==> src/blast_defines.svh <==
`ifndef BLAST_DEFINES_SVH
`define BLAST_DEFINES_SVH

// memory port
`define BLAST_MEM_WIDTH 64
`define BLAST_ADDR_WIDTH 14

// nucleotide code
`define BLAST_SYMBOL_WIDTH 3

// block sizes in memory words
`define BLAST_QUERY_WORDS 6
`define BLAST_SUBJECT_WORDS 3

// seed matcher
`define BLAST_SEED_LEN 4
`define BLAST_HIT_FIFO_DEPTH 8

// memory map
`define BLAST_QUERY_ADDR 0
`define BLAST_SUBJECT_ADDR 12
// hit records start one word above the hit header
`define BLAST_HIT_ADDR 16262

// command codes
`define BLAST_CMD_LOAD_QUERY 8'hAA
`define BLAST_CMD_SCAN_SUBJECT 8'hBB

`endif

==> src/blast_pkg.sv <==
`default_nettype none
`include "blast_defines.svh"

package blast_pkg;

   typedef logic [`BLAST_SYMBOL_WIDTH-1:0] symbol_t;
   typedef logic [`BLAST_ADDR_WIDTH-1:0] mem_addr_t;
   typedef logic [`BLAST_MEM_WIDTH-1:0] mem_word_t;

   typedef logic [`BLAST_QUERY_WORDS*`BLAST_MEM_WIDTH-1:0] query_block_t;
   typedef logic [`BLAST_SUBJECT_WORDS*`BLAST_MEM_WIDTH-1:0] subject_block_t;

   typedef logic [7:0] query_pos_t;
   typedef logic [31:0] subject_pos_t;
   typedef logic [15:0] match_count_t;

   // query position is zero-extended into 16 bits
   typedef struct packed {
      subject_pos_t subject_pos;
      logic [15:0] query_pos;
      match_count_t match_count;
   } hit_word_t;

   // also the hit header, with the hit count in the length field
   typedef struct packed {
      logic [31:0] id;
      logic [31:0] length;
   } subject_header_t;

endpackage

`default_nettype wire

==> src/block_streamer.sv <==
`timescale 1ns/1ps
`default_nettype none
`include "blast_defines.svh"

module block_streamer #(
   parameter type block_t = blast_pkg::query_block_t
) (
   input wire clk,
   input wire reset,
   input wire load,
   input wire load_done,
   input wire blast_pkg::mem_word_t word,
   output blast_pkg::symbol_t sym,
   output logic sym_valid,
   input wire sym_ready,
   output logic sym_done
);

   import blast_pkg::*;

   localparam int BLOCK_BITS = $bits(block_t);
   localparam int SYM_W = `BLAST_SYMBOL_WIDTH;
   localparam int NUM_SYMS = BLOCK_BITS / SYM_W;
   localparam int CNT_W = $clog2(NUM_SYMS + 1);

   block_t block_q;
   logic load_q;
   logic [CNT_W-1:0] left_q;
   logic take;

   // symbol 0 always sits in the lowest bits
   assign sym = block_q[SYM_W-1:0];
   assign sym_valid = (left_q != '0);
   assign take = sym_valid && sym_ready;
   assign sym_done = take && (left_q == CNT_W'(1));

   always_ff @(posedge clk) begin
      if (reset) begin
         load_q <= 1'b0;
         left_q <= '0;
      end else begin
         // read data lags the strobe by one cycle
         load_q <= load;
         if (load_done) begin
            left_q <= CNT_W'(NUM_SYMS);
         end else if (take) begin
            left_q <= left_q - 1'b1;
         end
      end
   end

   // first word read ends up lowest
   always_ff @(posedge clk) begin
      if (load_q) begin
         block_q <= {word, block_q[BLOCK_BITS-1:`BLAST_MEM_WIDTH]};
      end else if (take) begin
         block_q <= block_q >> SYM_W;
      end
   end

endmodule

`default_nettype wire

==> src/seed_matcher.sv <==
`timescale 1ns/1ps
`default_nettype none
`include "blast_defines.svh"

module seed_matcher (
   input wire clk,
   input wire reset,
   input wire new_subject,
   input wire blast_pkg::symbol_t q_sym,
   input wire q_valid,
   input wire blast_pkg::symbol_t s_sym,
   input wire s_valid,
   output logic s_ready,
   output logic hit_valid,
   input wire hit_pop,
   output blast_pkg::hit_word_t hit_word
);

   import blast_pkg::*;

   localparam int SYM_W = `BLAST_SYMBOL_WIDTH;
   localparam int SEED_LEN = `BLAST_SEED_LEN;
   localparam int SEED_BITS = SEED_LEN * SYM_W;
   localparam int QUERY_BITS = $bits(query_block_t);
   localparam int NUM_POS = QUERY_BITS / SYM_W - SEED_LEN + 1;
   localparam int DEPTH = `BLAST_HIT_FIFO_DEPTH;
   localparam int PTR_W = $clog2(DEPTH);

   query_block_t query_q;
   logic [SEED_BITS-1:0] window_q;
   logic [$clog2(SEED_LEN)-1:0] fill_q;
   subject_pos_t s_pos_q;
   logic win_valid_q;
   subject_pos_t win_pos_q;
   logic [NUM_POS-1:0] match_now;
   logic [NUM_POS-1:0] match_q;
   logic match_valid_q;
   subject_pos_t match_pos_q;
   query_pos_t lowest;
   match_count_t n_matches;
   hit_word_t fifo_mem [DEPTH];
   logic [PTR_W-1:0] wr_ptr_q;
   logic [PTR_W-1:0] rd_ptr_q;
   logic [PTR_W:0] count_q;
   logic [PTR_W:0] used_slots;
   logic s_take;
   logic push;
   logic pop;

   // keep a slot for the hit still in the window stage
   assign used_slots = count_q + match_valid_q;
   assign s_ready = (used_slots <= DEPTH - 2);
   assign s_take = s_valid && s_ready;

   always_ff @(posedge clk) begin
      if (q_valid) begin
         query_q <= {q_sym, query_q[QUERY_BITS-1:SYM_W]};
      end
      if (s_take) begin
         window_q <= {s_sym, window_q[SEED_BITS-1:SYM_W]};
         win_pos_q <= s_pos_q - subject_pos_t'(SEED_LEN - 1);
      end
      match_q <= match_now;
      match_pos_q <= win_pos_q;
      if (push) begin
         fifo_mem[wr_ptr_q] <= '{subject_pos: match_pos_q,
                                 query_pos: {8'd0, lowest},
                                 match_count: n_matches};
      end
   end

   always_ff @(posedge clk) begin
      if (reset) begin
         fill_q <= '0;
         s_pos_q <= '0;
         win_valid_q <= 1'b0;
         match_valid_q <= 1'b0;
      end else begin
         win_valid_q <= s_take && (fill_q == SEED_LEN - 1);
         match_valid_q <= win_valid_q;
         if (new_subject) begin
            fill_q <= '0;
            s_pos_q <= '0;
         end else if (s_take) begin
            if (fill_q != SEED_LEN - 1) begin
               fill_q <= fill_q + 1'b1;
            end
            s_pos_q <= s_pos_q + 1'b1;
         end
      end
   end

   // every query position against the window at once
   always_comb begin
      for (int j = 0; j < NUM_POS; j++) begin
         match_now[j] = (query_q[j*SYM_W +: SEED_BITS] == window_q);
      end
   end

   // scan downward so the lowest position wins
   always_comb begin
      lowest = '0;
      n_matches = '0;
      for (int j = NUM_POS - 1; j >= 0; j--) begin
         if (match_q[j]) begin
            lowest = query_pos_t'(j);
            n_matches = n_matches + 1'b1;
         end
      end
   end

   assign push = match_valid_q && (n_matches != '0);
   assign pop = hit_pop && hit_valid;
   assign hit_valid = (count_q != '0);
   assign hit_word = fifo_mem[rd_ptr_q];

   always_ff @(posedge clk) begin
      if (reset) begin
         wr_ptr_q <= '0;
         rd_ptr_q <= '0;
         count_q <= '0;
      end else begin
         if (push) begin
            wr_ptr_q <= wr_ptr_q + 1'b1;
         end
         if (pop) begin
            rd_ptr_q <= rd_ptr_q + 1'b1;
         end
         case ({push, pop})
            2'b10: count_q <= count_q + 1'b1;
            2'b01: count_q <= count_q - 1'b1;
            default: count_q <= count_q;
         endcase
      end
   end

endmodule

`default_nettype wire

==> src/seq_controller.sv <==
`timescale 1ns/1ps
`default_nettype none
`include "blast_defines.svh"

module seq_controller (
   input wire clk,
   input wire reset,
   input wire cmd_req,
   input wire [7:0] cmd_code,
   output logic cmd_ack,
   output blast_pkg::mem_addr_t mem_addr,
   output logic mem_write,
   output blast_pkg::mem_word_t mem_wdata,
   input wire blast_pkg::mem_word_t mem_rdata,
   output logic query_load,
   output logic query_load_done,
   input wire query_done,
   output logic subject_load,
   output logic subject_load_done,
   input wire subject_done,
   output logic new_subject,
   input wire hit_valid,
   output logic hit_pop,
   input wire blast_pkg::hit_word_t hit_word
);

   import blast_pkg::*;

   localparam int CHUNK_SYMS =
      `BLAST_SUBJECT_WORDS * `BLAST_MEM_WIDTH / `BLAST_SYMBOL_WIDTH;
   // matcher push latency after the last subject symbol
   localparam int PIPE_WAIT = 2;

   typedef enum logic [3:0] {
      IDLE, Q_READ, Q_STREAM, S_HDR, S_READ, S_STREAM, DRAIN, HDR_WRITE, ACK
   } state_t;

   state_t state_q;
   logic cmd_req_q;
   logic hdr_cap_q;
   logic [2:0] cnt_q;
   mem_addr_t rd_addr_q;
   mem_addr_t hit_addr_q;
   logic [31:0] subj_id_q;
   subject_pos_t subj_len_q;
   subject_pos_t sym_total_q;
   logic [31:0] hit_cnt_q;
   subject_header_t header;
   logic req_rise;
   logic pop_ok;

   assign req_rise = cmd_req && !cmd_req_q;
   assign query_load = (state_q == Q_READ);
   assign subject_load = (state_q == S_READ);
   assign new_subject = (state_q == S_HDR);

   // no read is issued in these states
   assign pop_ok = (state_q == S_STREAM) || (state_q == DRAIN);
   assign hit_pop = hit_valid && pop_ok;

   assign header = '{id: subj_id_q, length: hit_cnt_q};
   assign mem_write = hit_pop || (state_q == HDR_WRITE);
   assign mem_wdata = (state_q == HDR_WRITE) ? mem_word_t'(header) : mem_word_t'(hit_word);

   always_comb begin
      if (state_q == HDR_WRITE) begin
         mem_addr = mem_addr_t'(`BLAST_HIT_ADDR);
      end else if (hit_pop) begin
         mem_addr = hit_addr_q;
      end else begin
         mem_addr = rd_addr_q;
      end
   end

   always_ff @(posedge clk) begin
      if (reset) begin
         state_q <= IDLE;
         cmd_ack <= 1'b0;
         cmd_req_q <= 1'b0;
         hdr_cap_q <= 1'b0;
         cnt_q <= '0;
         query_load_done <= 1'b0;
         subject_load_done <= 1'b0;
      end else begin
         cmd_req_q <= cmd_req;
         hdr_cap_q <= (state_q == S_HDR);
         query_load_done <= 1'b0;
         subject_load_done <= 1'b0;
         case (state_q)
            IDLE: begin
               if (req_rise) begin
                  cnt_q <= '0;
                  case (cmd_code)
                     `BLAST_CMD_LOAD_QUERY: state_q <= Q_READ;
                     `BLAST_CMD_SCAN_SUBJECT: state_q <= S_HDR;
                     default: begin
                        state_q <= ACK;
                        cmd_ack <= 1'b1;
                     end
                  endcase
               end
            end
            Q_READ: begin
               cnt_q <= cnt_q + 1'b1;
               if (cnt_q == 3'(`BLAST_QUERY_WORDS - 1)) begin
                  state_q <= Q_STREAM;
                  query_load_done <= 1'b1;
               end
            end
            Q_STREAM: begin
               if (query_done) begin
                  state_q <= ACK;
                  cmd_ack <= 1'b1;
               end
            end
            S_HDR: state_q <= S_READ;
            S_READ: begin
               cnt_q <= cnt_q + 1'b1;
               if (cnt_q == 3'(`BLAST_SUBJECT_WORDS - 1)) begin
                  state_q <= S_STREAM;
                  subject_load_done <= 1'b1;
               end
            end
            S_STREAM: begin
               if (subject_done) begin
                  cnt_q <= '0;
                  if (sym_total_q + subject_pos_t'(CHUNK_SYMS) >= subj_len_q) begin
                     state_q <= DRAIN;
                  end else begin
                     state_q <= S_READ;
                  end
               end
            end
            DRAIN: begin
               // let the matcher pipeline settle before checking the FIFO
               if (cnt_q != 3'(PIPE_WAIT)) begin
                  cnt_q <= cnt_q + 1'b1;
               end else if (!hit_valid) begin
                  state_q <= HDR_WRITE;
               end
            end
            HDR_WRITE: begin
               state_q <= ACK;
               cmd_ack <= 1'b1;
            end
            ACK: begin
               if (!cmd_req) begin
                  state_q <= IDLE;
                  cmd_ack <= 1'b0;
               end
            end
            default: state_q <= IDLE;
         endcase
      end
   end

   always_ff @(posedge clk) begin
      if (state_q == IDLE && req_rise) begin
         rd_addr_q <= (cmd_code == `BLAST_CMD_SCAN_SUBJECT) ?
                      mem_addr_t'(`BLAST_SUBJECT_ADDR) : mem_addr_t'(`BLAST_QUERY_ADDR);
         hit_addr_q <= mem_addr_t'(`BLAST_HIT_ADDR + 1);
         hit_cnt_q <= '0;
         sym_total_q <= '0;
      end
      if (state_q == Q_READ || state_q == S_HDR || state_q == S_READ) begin
         rd_addr_q <= rd_addr_q + 1'b1;
      end
      // header word arrives in the first chunk read cycle
      if (hdr_cap_q) begin
         {subj_id_q, subj_len_q} <= mem_rdata;
      end
      if (state_q == S_STREAM && subject_done) begin
         sym_total_q <= sym_total_q + subject_pos_t'(CHUNK_SYMS);
      end
      if (hit_pop) begin
         hit_addr_q <= hit_addr_q + 1'b1;
         hit_cnt_q <= hit_cnt_q + 1'b1;
      end
   end

endmodule

`default_nettype wire

==> src/blast_top.sv <==
`timescale 1ns/1ps
`default_nettype none
`include "blast_defines.svh"

module blast_top (
   input wire clk,
   input wire reset,
   input wire cmd_req,
   input wire [7:0] cmd_code,
   output logic cmd_ack,
   output blast_pkg::mem_addr_t mem_addr,
   output logic mem_write,
   output blast_pkg::mem_word_t mem_wdata,
   input wire blast_pkg::mem_word_t mem_rdata
);

   import blast_pkg::*;

   logic query_load;
   logic query_load_done;
   logic subject_load;
   logic subject_load_done;
   logic new_subject;
   symbol_t q_sym;
   logic q_valid;
   logic q_done;
   symbol_t s_sym;
   logic s_valid;
   logic s_ready;
   logic s_done;
   logic hit_valid;
   logic hit_pop;
   hit_word_t hit_word;

   seq_controller seq_controller_i (
      .clk(clk),
      .reset(reset),
      .cmd_req(cmd_req),
      .cmd_code(cmd_code),
      .cmd_ack(cmd_ack),
      .mem_addr(mem_addr),
      .mem_write(mem_write),
      .mem_wdata(mem_wdata),
      .mem_rdata(mem_rdata),
      .query_load(query_load),
      .query_load_done(query_load_done),
      .query_done(q_done),
      .subject_load(subject_load),
      .subject_load_done(subject_load_done),
      .subject_done(s_done),
      .new_subject(new_subject),
      .hit_valid(hit_valid),
      .hit_pop(hit_pop),
      .hit_word(hit_word)
   );

   // query link never stalls
   block_streamer #(.block_t(query_block_t)) query_streamer_i (
      .clk(clk),
      .reset(reset),
      .load(query_load),
      .load_done(query_load_done),
      .word(mem_rdata),
      .sym(q_sym),
      .sym_valid(q_valid),
      .sym_ready(1'b1),
      .sym_done(q_done)
   );

   block_streamer #(.block_t(subject_block_t)) subject_streamer_i (
      .clk(clk),
      .reset(reset),
      .load(subject_load),
      .load_done(subject_load_done),
      .word(mem_rdata),
      .sym(s_sym),
      .sym_valid(s_valid),
      .sym_ready(s_ready),
      .sym_done(s_done)
   );

   seed_matcher seed_matcher_i (
      .clk(clk),
      .reset(reset),
      .new_subject(new_subject),
      .q_sym(q_sym),
      .q_valid(q_valid),
      .s_sym(s_sym),
      .s_valid(s_valid),
      .s_ready(s_ready),
      .hit_valid(hit_valid),
      .hit_pop(hit_pop),
      .hit_word(hit_word)
   );

endmodule

`default_nettype wire

==> config.mk <==
export PLATFORM = sky130hd
export DESIGN_NAME = blast_top
export DESIGN_NICKNAME = d
export VERILOG_FILES = /design/src/blast_pkg.sv /design/src/block_streamer.sv /design/src/seed_matcher.sv /design/src/seq_controller.sv /design/src/blast_top.sv
export VERILOG_INCLUDE_DIRS = /design/src
export SDC_FILE = /design/constraint.sdc
export NUM_CORES = 2
export LEC_CHECK = 0
export BUFFER_PORTS_ARGS = -buffer_cell sky130_fd_sc_hd__buf_2
export CORE_ASPECT_RATIO = 2
export CORE_MARGIN = 3
export CORE_UTILIZATION = 40
export CTS_CLUSTER_DIAMETER = 100
export DETAILED_ROUTE_END_ITERATION = 7
export SLEW_MARGIN = 10
export SYNTH_ARGS = -nofsm -noshare
export SYNTH_HDL_FRONTEND = slang
export SYNTH_HIERARCHICAL = 1
export SYNTH_SLANG_ARGS = --single-unit
==> constraint.sdc <==
create_clock -name clk -period 153.3 [get_ports clk]
set_clock_uncertainty 0.2 [all_clocks]
set_input_delay 38.325 -clock clk [delete_from_list [all_inputs] [get_ports clk]]
set_output_delay 38.325 -clock clk [all_outputs]
set_load 0.05 [all_outputs]
==> summary.md <==
| Metric | Value |
|---|---|
| Most used flip-flop cell after synthesis | sky130_fd_sc_hd__edfxtp_1 |
| Largest net degree at the start of global routing | 180 |
| Top area cells in the synthesized netlist | sky130_fd_sc_hd__edfxtp_1 39%, sky130_fd_sc_hd__xnor2_1 15%, sky130_fd_sc_hd__mux2_2 6.0% |
| Post-synth design cell area | 0.124 sq mm |
| Synth Instances | 11,600 |
| Starting Density | 40.2% |
| Global placement routability congestion | 0.870 |
| Unique cell type count in the Yosys netlist | 164 |
| Hold Path Stages | 0 |
| Final wirelength | 315,000 microns |
| Flip-flop and latch count after synthesis | 1,829 |
| Most frequent cell after synthesis | sky130_fd_sc_hd__xnor2_1 |
| Max Transition Viols Final | 0 |
| First-pass GRT wire length | 493,000 microns |
| Cell-internal power | 0.00139 W |
| Worst stage delay on the critical path | 0.95 ns |
| Minimum setup slack after placement | 72.54 ns |
| Placed instance area | 0.127 sq mm |
| Area growth from synthesis to layout | 6.86% |
| Startpoint class of the critical path | register |
| Iteration count of the initial detailed-routing pass | 8 |
| Core region area | 0.308 sq mm |
| Post-synthesis sequential area ratio | 42.4% |
| Filler-free cell count of the finished design | 15,300 |
| Number of clock sinks seen by CTS | 1,829 |
| Cell seen most often among critical-path stages | sky130_fd_sc_hd__ha_1 |
| Highest achievable clock rate | 12.3 MHz |
| Type of destination of the critical path | register |
| Remaining design rule violation count | 0 |
| Post-synth top area cell | sky130_fd_sc_hd__edfxtp_1 |
| Switch share | 35.9% |
| Clk slew on worst S/H paths | 0.07 ns |
| Port bufs | 154 |
| Post-DR vias/cell | 5.52 |
| Die Span X | 400 microns |
| Worst Setup SP | seed_matcher_i/match_q[123] |
| Slew HR | 16.3% |
| Fin nets | 11,400 |
| Iter 0 DRT Violations | 4,880 |
| Post-CTS Resized | 0 |
| Hold-fix buffer count after cts | 0 |
| Source-to-sink clock delay at the later pin of the worst-skew pair | 0.84 ns |
| Final setup violation count | 0 |
| Total vias in the final route | 84,600 |
| Pwr dens | 16.4 mW/mm^2 |
| Number of warnings issued by yosys | 6 |
| Async set or reset register ratio after synthesis | 0% |
| Setup TNS | 0 ns |
| Clock tree buffer depth | 4 |
| Pin slew with the least headroom to its limit | 1.25 ns |
| Total half-perimeter wirelength after legalization and detailed placement | 225,000 microns |
| Largest voltage drop on the vdd net | 0.0284 mV |
| Congestion Overflow GR | 0 |
| Cell at the slowest stage of the critical path | sky130_fd_sc_hd__nor4bb_1 |
| Root buffer selected by CTS | sky130_fd_sc_hd__clkbuf_16 |
| Detail Route Antenna Nets | 0 |
| RSZ-0062 raised after global routing | no |
| Count of buffers added by post-CTS timing repair for setup | 0 |
| Post-route minimum period | 81.20 ns |
| Count of flip-flops with a built-in enable after synthesis | 1,594 |
| Critical Path Fanout Max | 29 |
| Final routed wire length divided by cell count | 20.5 microns |
| Syn avg cell area | 10.7 sq um |
| Standard-cell rows | 288 |
| Worst min-delay path startpoint | seed_matcher_i/win_pos_q[27] |
| Min setup slack post-route | 72.10 ns |
| Top post-synthesis cells by count | 2,103 x sky130_fd_sc_hd__xnor2_1, 1,594 x sky130_fd_sc_hd__edfxtp_1, 937 x sky130_fd_sc_hd__nand2_1 |
| Hold Crit Class | register to register |
| Post-placement cell count | 15,000 |
| Post-route fraction of the period consumed by the critical path | 53.0% |
| Worst reg-to-reg path cell count | 405 |
| Post-route standard cell area excluding fillers | 0.132 sq mm |
| Total global-route track usage | 19.3% |
| Outcome | completed |
| Power dissipated by switching net loads | 0.000777 W |
| Clock tree from TritonCTS | built |
| Data required time at the worst endpoint | 153.51 ns |
| Height of the chip | 793 microns |
| Deepest level of the CTS H-tree | 4 |
| Fin. Hold Viols | 0 |
| Logic gate share of total power | 35.5% |
| Total leakage power | 44.0 nW |
| Antenna violations before repair | 13 |
| Arrival time of data at the critical path endpoint | 81.40 ns |
| Area fraction of the dominant cell type after synthesis | 38.6% |
| Startpoint-to-endpoint class of the critical path | register to register |
| Max Cap Violations | 0 |
| Total I/O pin count | 155 |
| Total CTS buffers | 168 |
| Startpoint of the worst-slack reg-to-reg timing path | seed_matcher_i/match_q[123] |
| Flop pwr share | 44.8% |
| Fraction of final layout cells with drive strength greater than 1 | 14.4% |
| Vias in the first global route | 88,800 |
| Total die area | 0.317 sq mm |
| Clock network fraction of total power | 19.7% |
## logic make-up after synthesis
kind of cell / Yosys count / synth area share [%]
xor+xnor: 2726 / 21.4
mux: 877 / 8.93
flops: 1829 / 42.4
fa+ha+maj: 184 / 1.85
simple gates: 3540 / 14.6
compound gates: 1239 / 6.81
other cells: 2 / 0.00606
buf+inv: 1188 / 3.90
## worst paths after layout
check        slack [ns]                              to
max reg2reg       72.10  seed_matcher_i/fifo_mem[4][17]
max               72.10  seed_matcher_i/fifo_mem[4][17]
min reg2reg        0.14  seed_matcher_i/match_pos_q[27]
min                0.14  seed_matcher_i/match_pos_q[27]
## state kept, by name (all words and copies together) (netlist names), 2 cells and up, named ones only
| signal | cells |
|---|---|
| seq_controller_i/hit_cnt_q | 32 |
| seed_matcher_i/wr_ptr_q | 3 |
| seq_controller_i/cnt_q | 3 |
| seed_matcher_i/s_pos_q | 32 |
| seq_controller_i/state_q | 4 |
| query_streamer_i/left_q | 8 |
| seq_controller_i/hit_addr_q | 14 |
| seq_controller_i/sym_total_q | 26 |
| seed_matcher_i/match_pos_q | 32 |
| seq_controller_i/subj_len_q | 32 |
| seq_controller_i/subj_id_q | 32 |
| query_streamer_i/block_q | 384 |
| seed_matcher_i/win_pos_q | 32 |
| seed_matcher_i/count_q | 4 |
| seed_matcher_i/rd_ptr_q | 3 |
| seq_controller_i/rd_addr_q | 14 |
| seed_matcher_i/fill_q | 2 |
| subject_streamer_i/block_q | 192 |
| seed_matcher_i/match_q | 125 |
| seed_matcher_i/fifo_mem | 440 |
| seed_matcher_i/query_q | 384 |
| subject_streamer_i/left_q | 7 |
| seed_matcher_i/window_q | 12 |
## per-layer routing
metal	wire, microns	part of all wire (%)	GRT usage [%]
met5	0	0	0
met4	15500	4.9	9.01
met3	8740	2.8	1.73
met2	177000	56	38.6
met1	113000	36	19.8
## final cells by class
type	instances	area [sq um]
Timing Repair Buffer	229	1450
Clock buffer	212	4540
Clock inverter	89	935
Antenna cell	2	5.00
Multi-Input combinational cell	8604	66800
Inverter	289	1080
Tap cell	4060	5080
Sequential cell	1829	52600
Fill cell	28900	176000
## worst max-delay path, delay by kind of cell, from the launching register on
kind,cells,cell delay (ns)
AO/OA/AOI/OAI,101,15.77
XOR/XNOR,3,1.12
adder cells (fa/ha/maj),121,35.61
buffers and inverters,40,3.69
flip-flops,1,0.36
multiplexers,33,8.59
AND/OR/NAND/NOR,107,15.45
## stage by stage
step | util [%] | hold WS, ns | total power, W
global route | 43.0 | 0.142 | 0.00229
finish | 43.0 | 0.140 | 0.00217
detailed placement | 41.2 | 0.128 | 0.00175
global placement | 41.2 | 0.125 | 0.00173
CTS | 43.0 | 0.142 | 0.00219
floorplan | - | 0.123 | 0.00161
## layout by cell type, fill, tap and decap left out, types with 39 or more instances in the layout
cell,n
sky130_fd_sc_hd__and2_1,95
sky130_fd_sc_hd__or3_1,70
sky130_fd_sc_hd__dfxtp_1,229
sky130_fd_sc_hd__nand4_1,483
sky130_fd_sc_hd__nor2b_1,98
sky130_fd_sc_hd__or2_2,61
sky130_fd_sc_hd__nand3_1,281
sky130_fd_sc_hd__buf_2,154
sky130_fd_sc_hd__mux4_2,111
sky130_fd_sc_hd__o22ai_1,49
sky130_fd_sc_hd__buf_4,66
sky130_fd_sc_hd__edfxtp_1,1594
sky130_fd_sc_hd__inv_1,278
sky130_fd_sc_hd__nand2b_1,98
sky130_fd_sc_hd__nor2_1,618
sky130_fd_sc_hd__o21a_1,40
sky130_fd_sc_hd__and3_1,82
sky130_fd_sc_hd__a21oi_1,287
sky130_fd_sc_hd__a211oi_1,51
sky130_fd_sc_hd__nor3b_1,40
sky130_fd_sc_hd__nor3_1,350
sky130_fd_sc_hd__o21ai_0,249
sky130_fd_sc_hd__a31oi_1,55
sky130_fd_sc_hd__xnor3_1,56
sky130_fd_sc_hd__mux2_2,662
sky130_fd_sc_hd__nor4_1,65
sky130_fd_sc_hd__clkbuf_16,173
sky130_fd_sc_hd__xor2_1,402
sky130_fd_sc_hd__nand2_1,936
sky130_fd_sc_hd__nand3b_1,39
sky130_fd_sc_hd__xnor2_1,2103
sky130_fd_sc_hd__o31ai_1,42
sky130_fd_sc_hd__mux2i_1,90
sky130_fd_sc_hd__ha_1,174
sky130_fd_sc_hd__xnor2_2,62
## power by group through the flow
stage               Clock [W]  Sequential (W)  Combinational [W]
global route         0.000456        0.000991           0.000839
detailed placement          0        0.000980           0.000773
CTS                  0.000441        0.000971           0.000776
finish               0.000428        0.000970           0.000769
floorplan                   0        0.000895           0.000713
global placement            0        0.000976           0.000756
(Power assumes the default switching activity.)
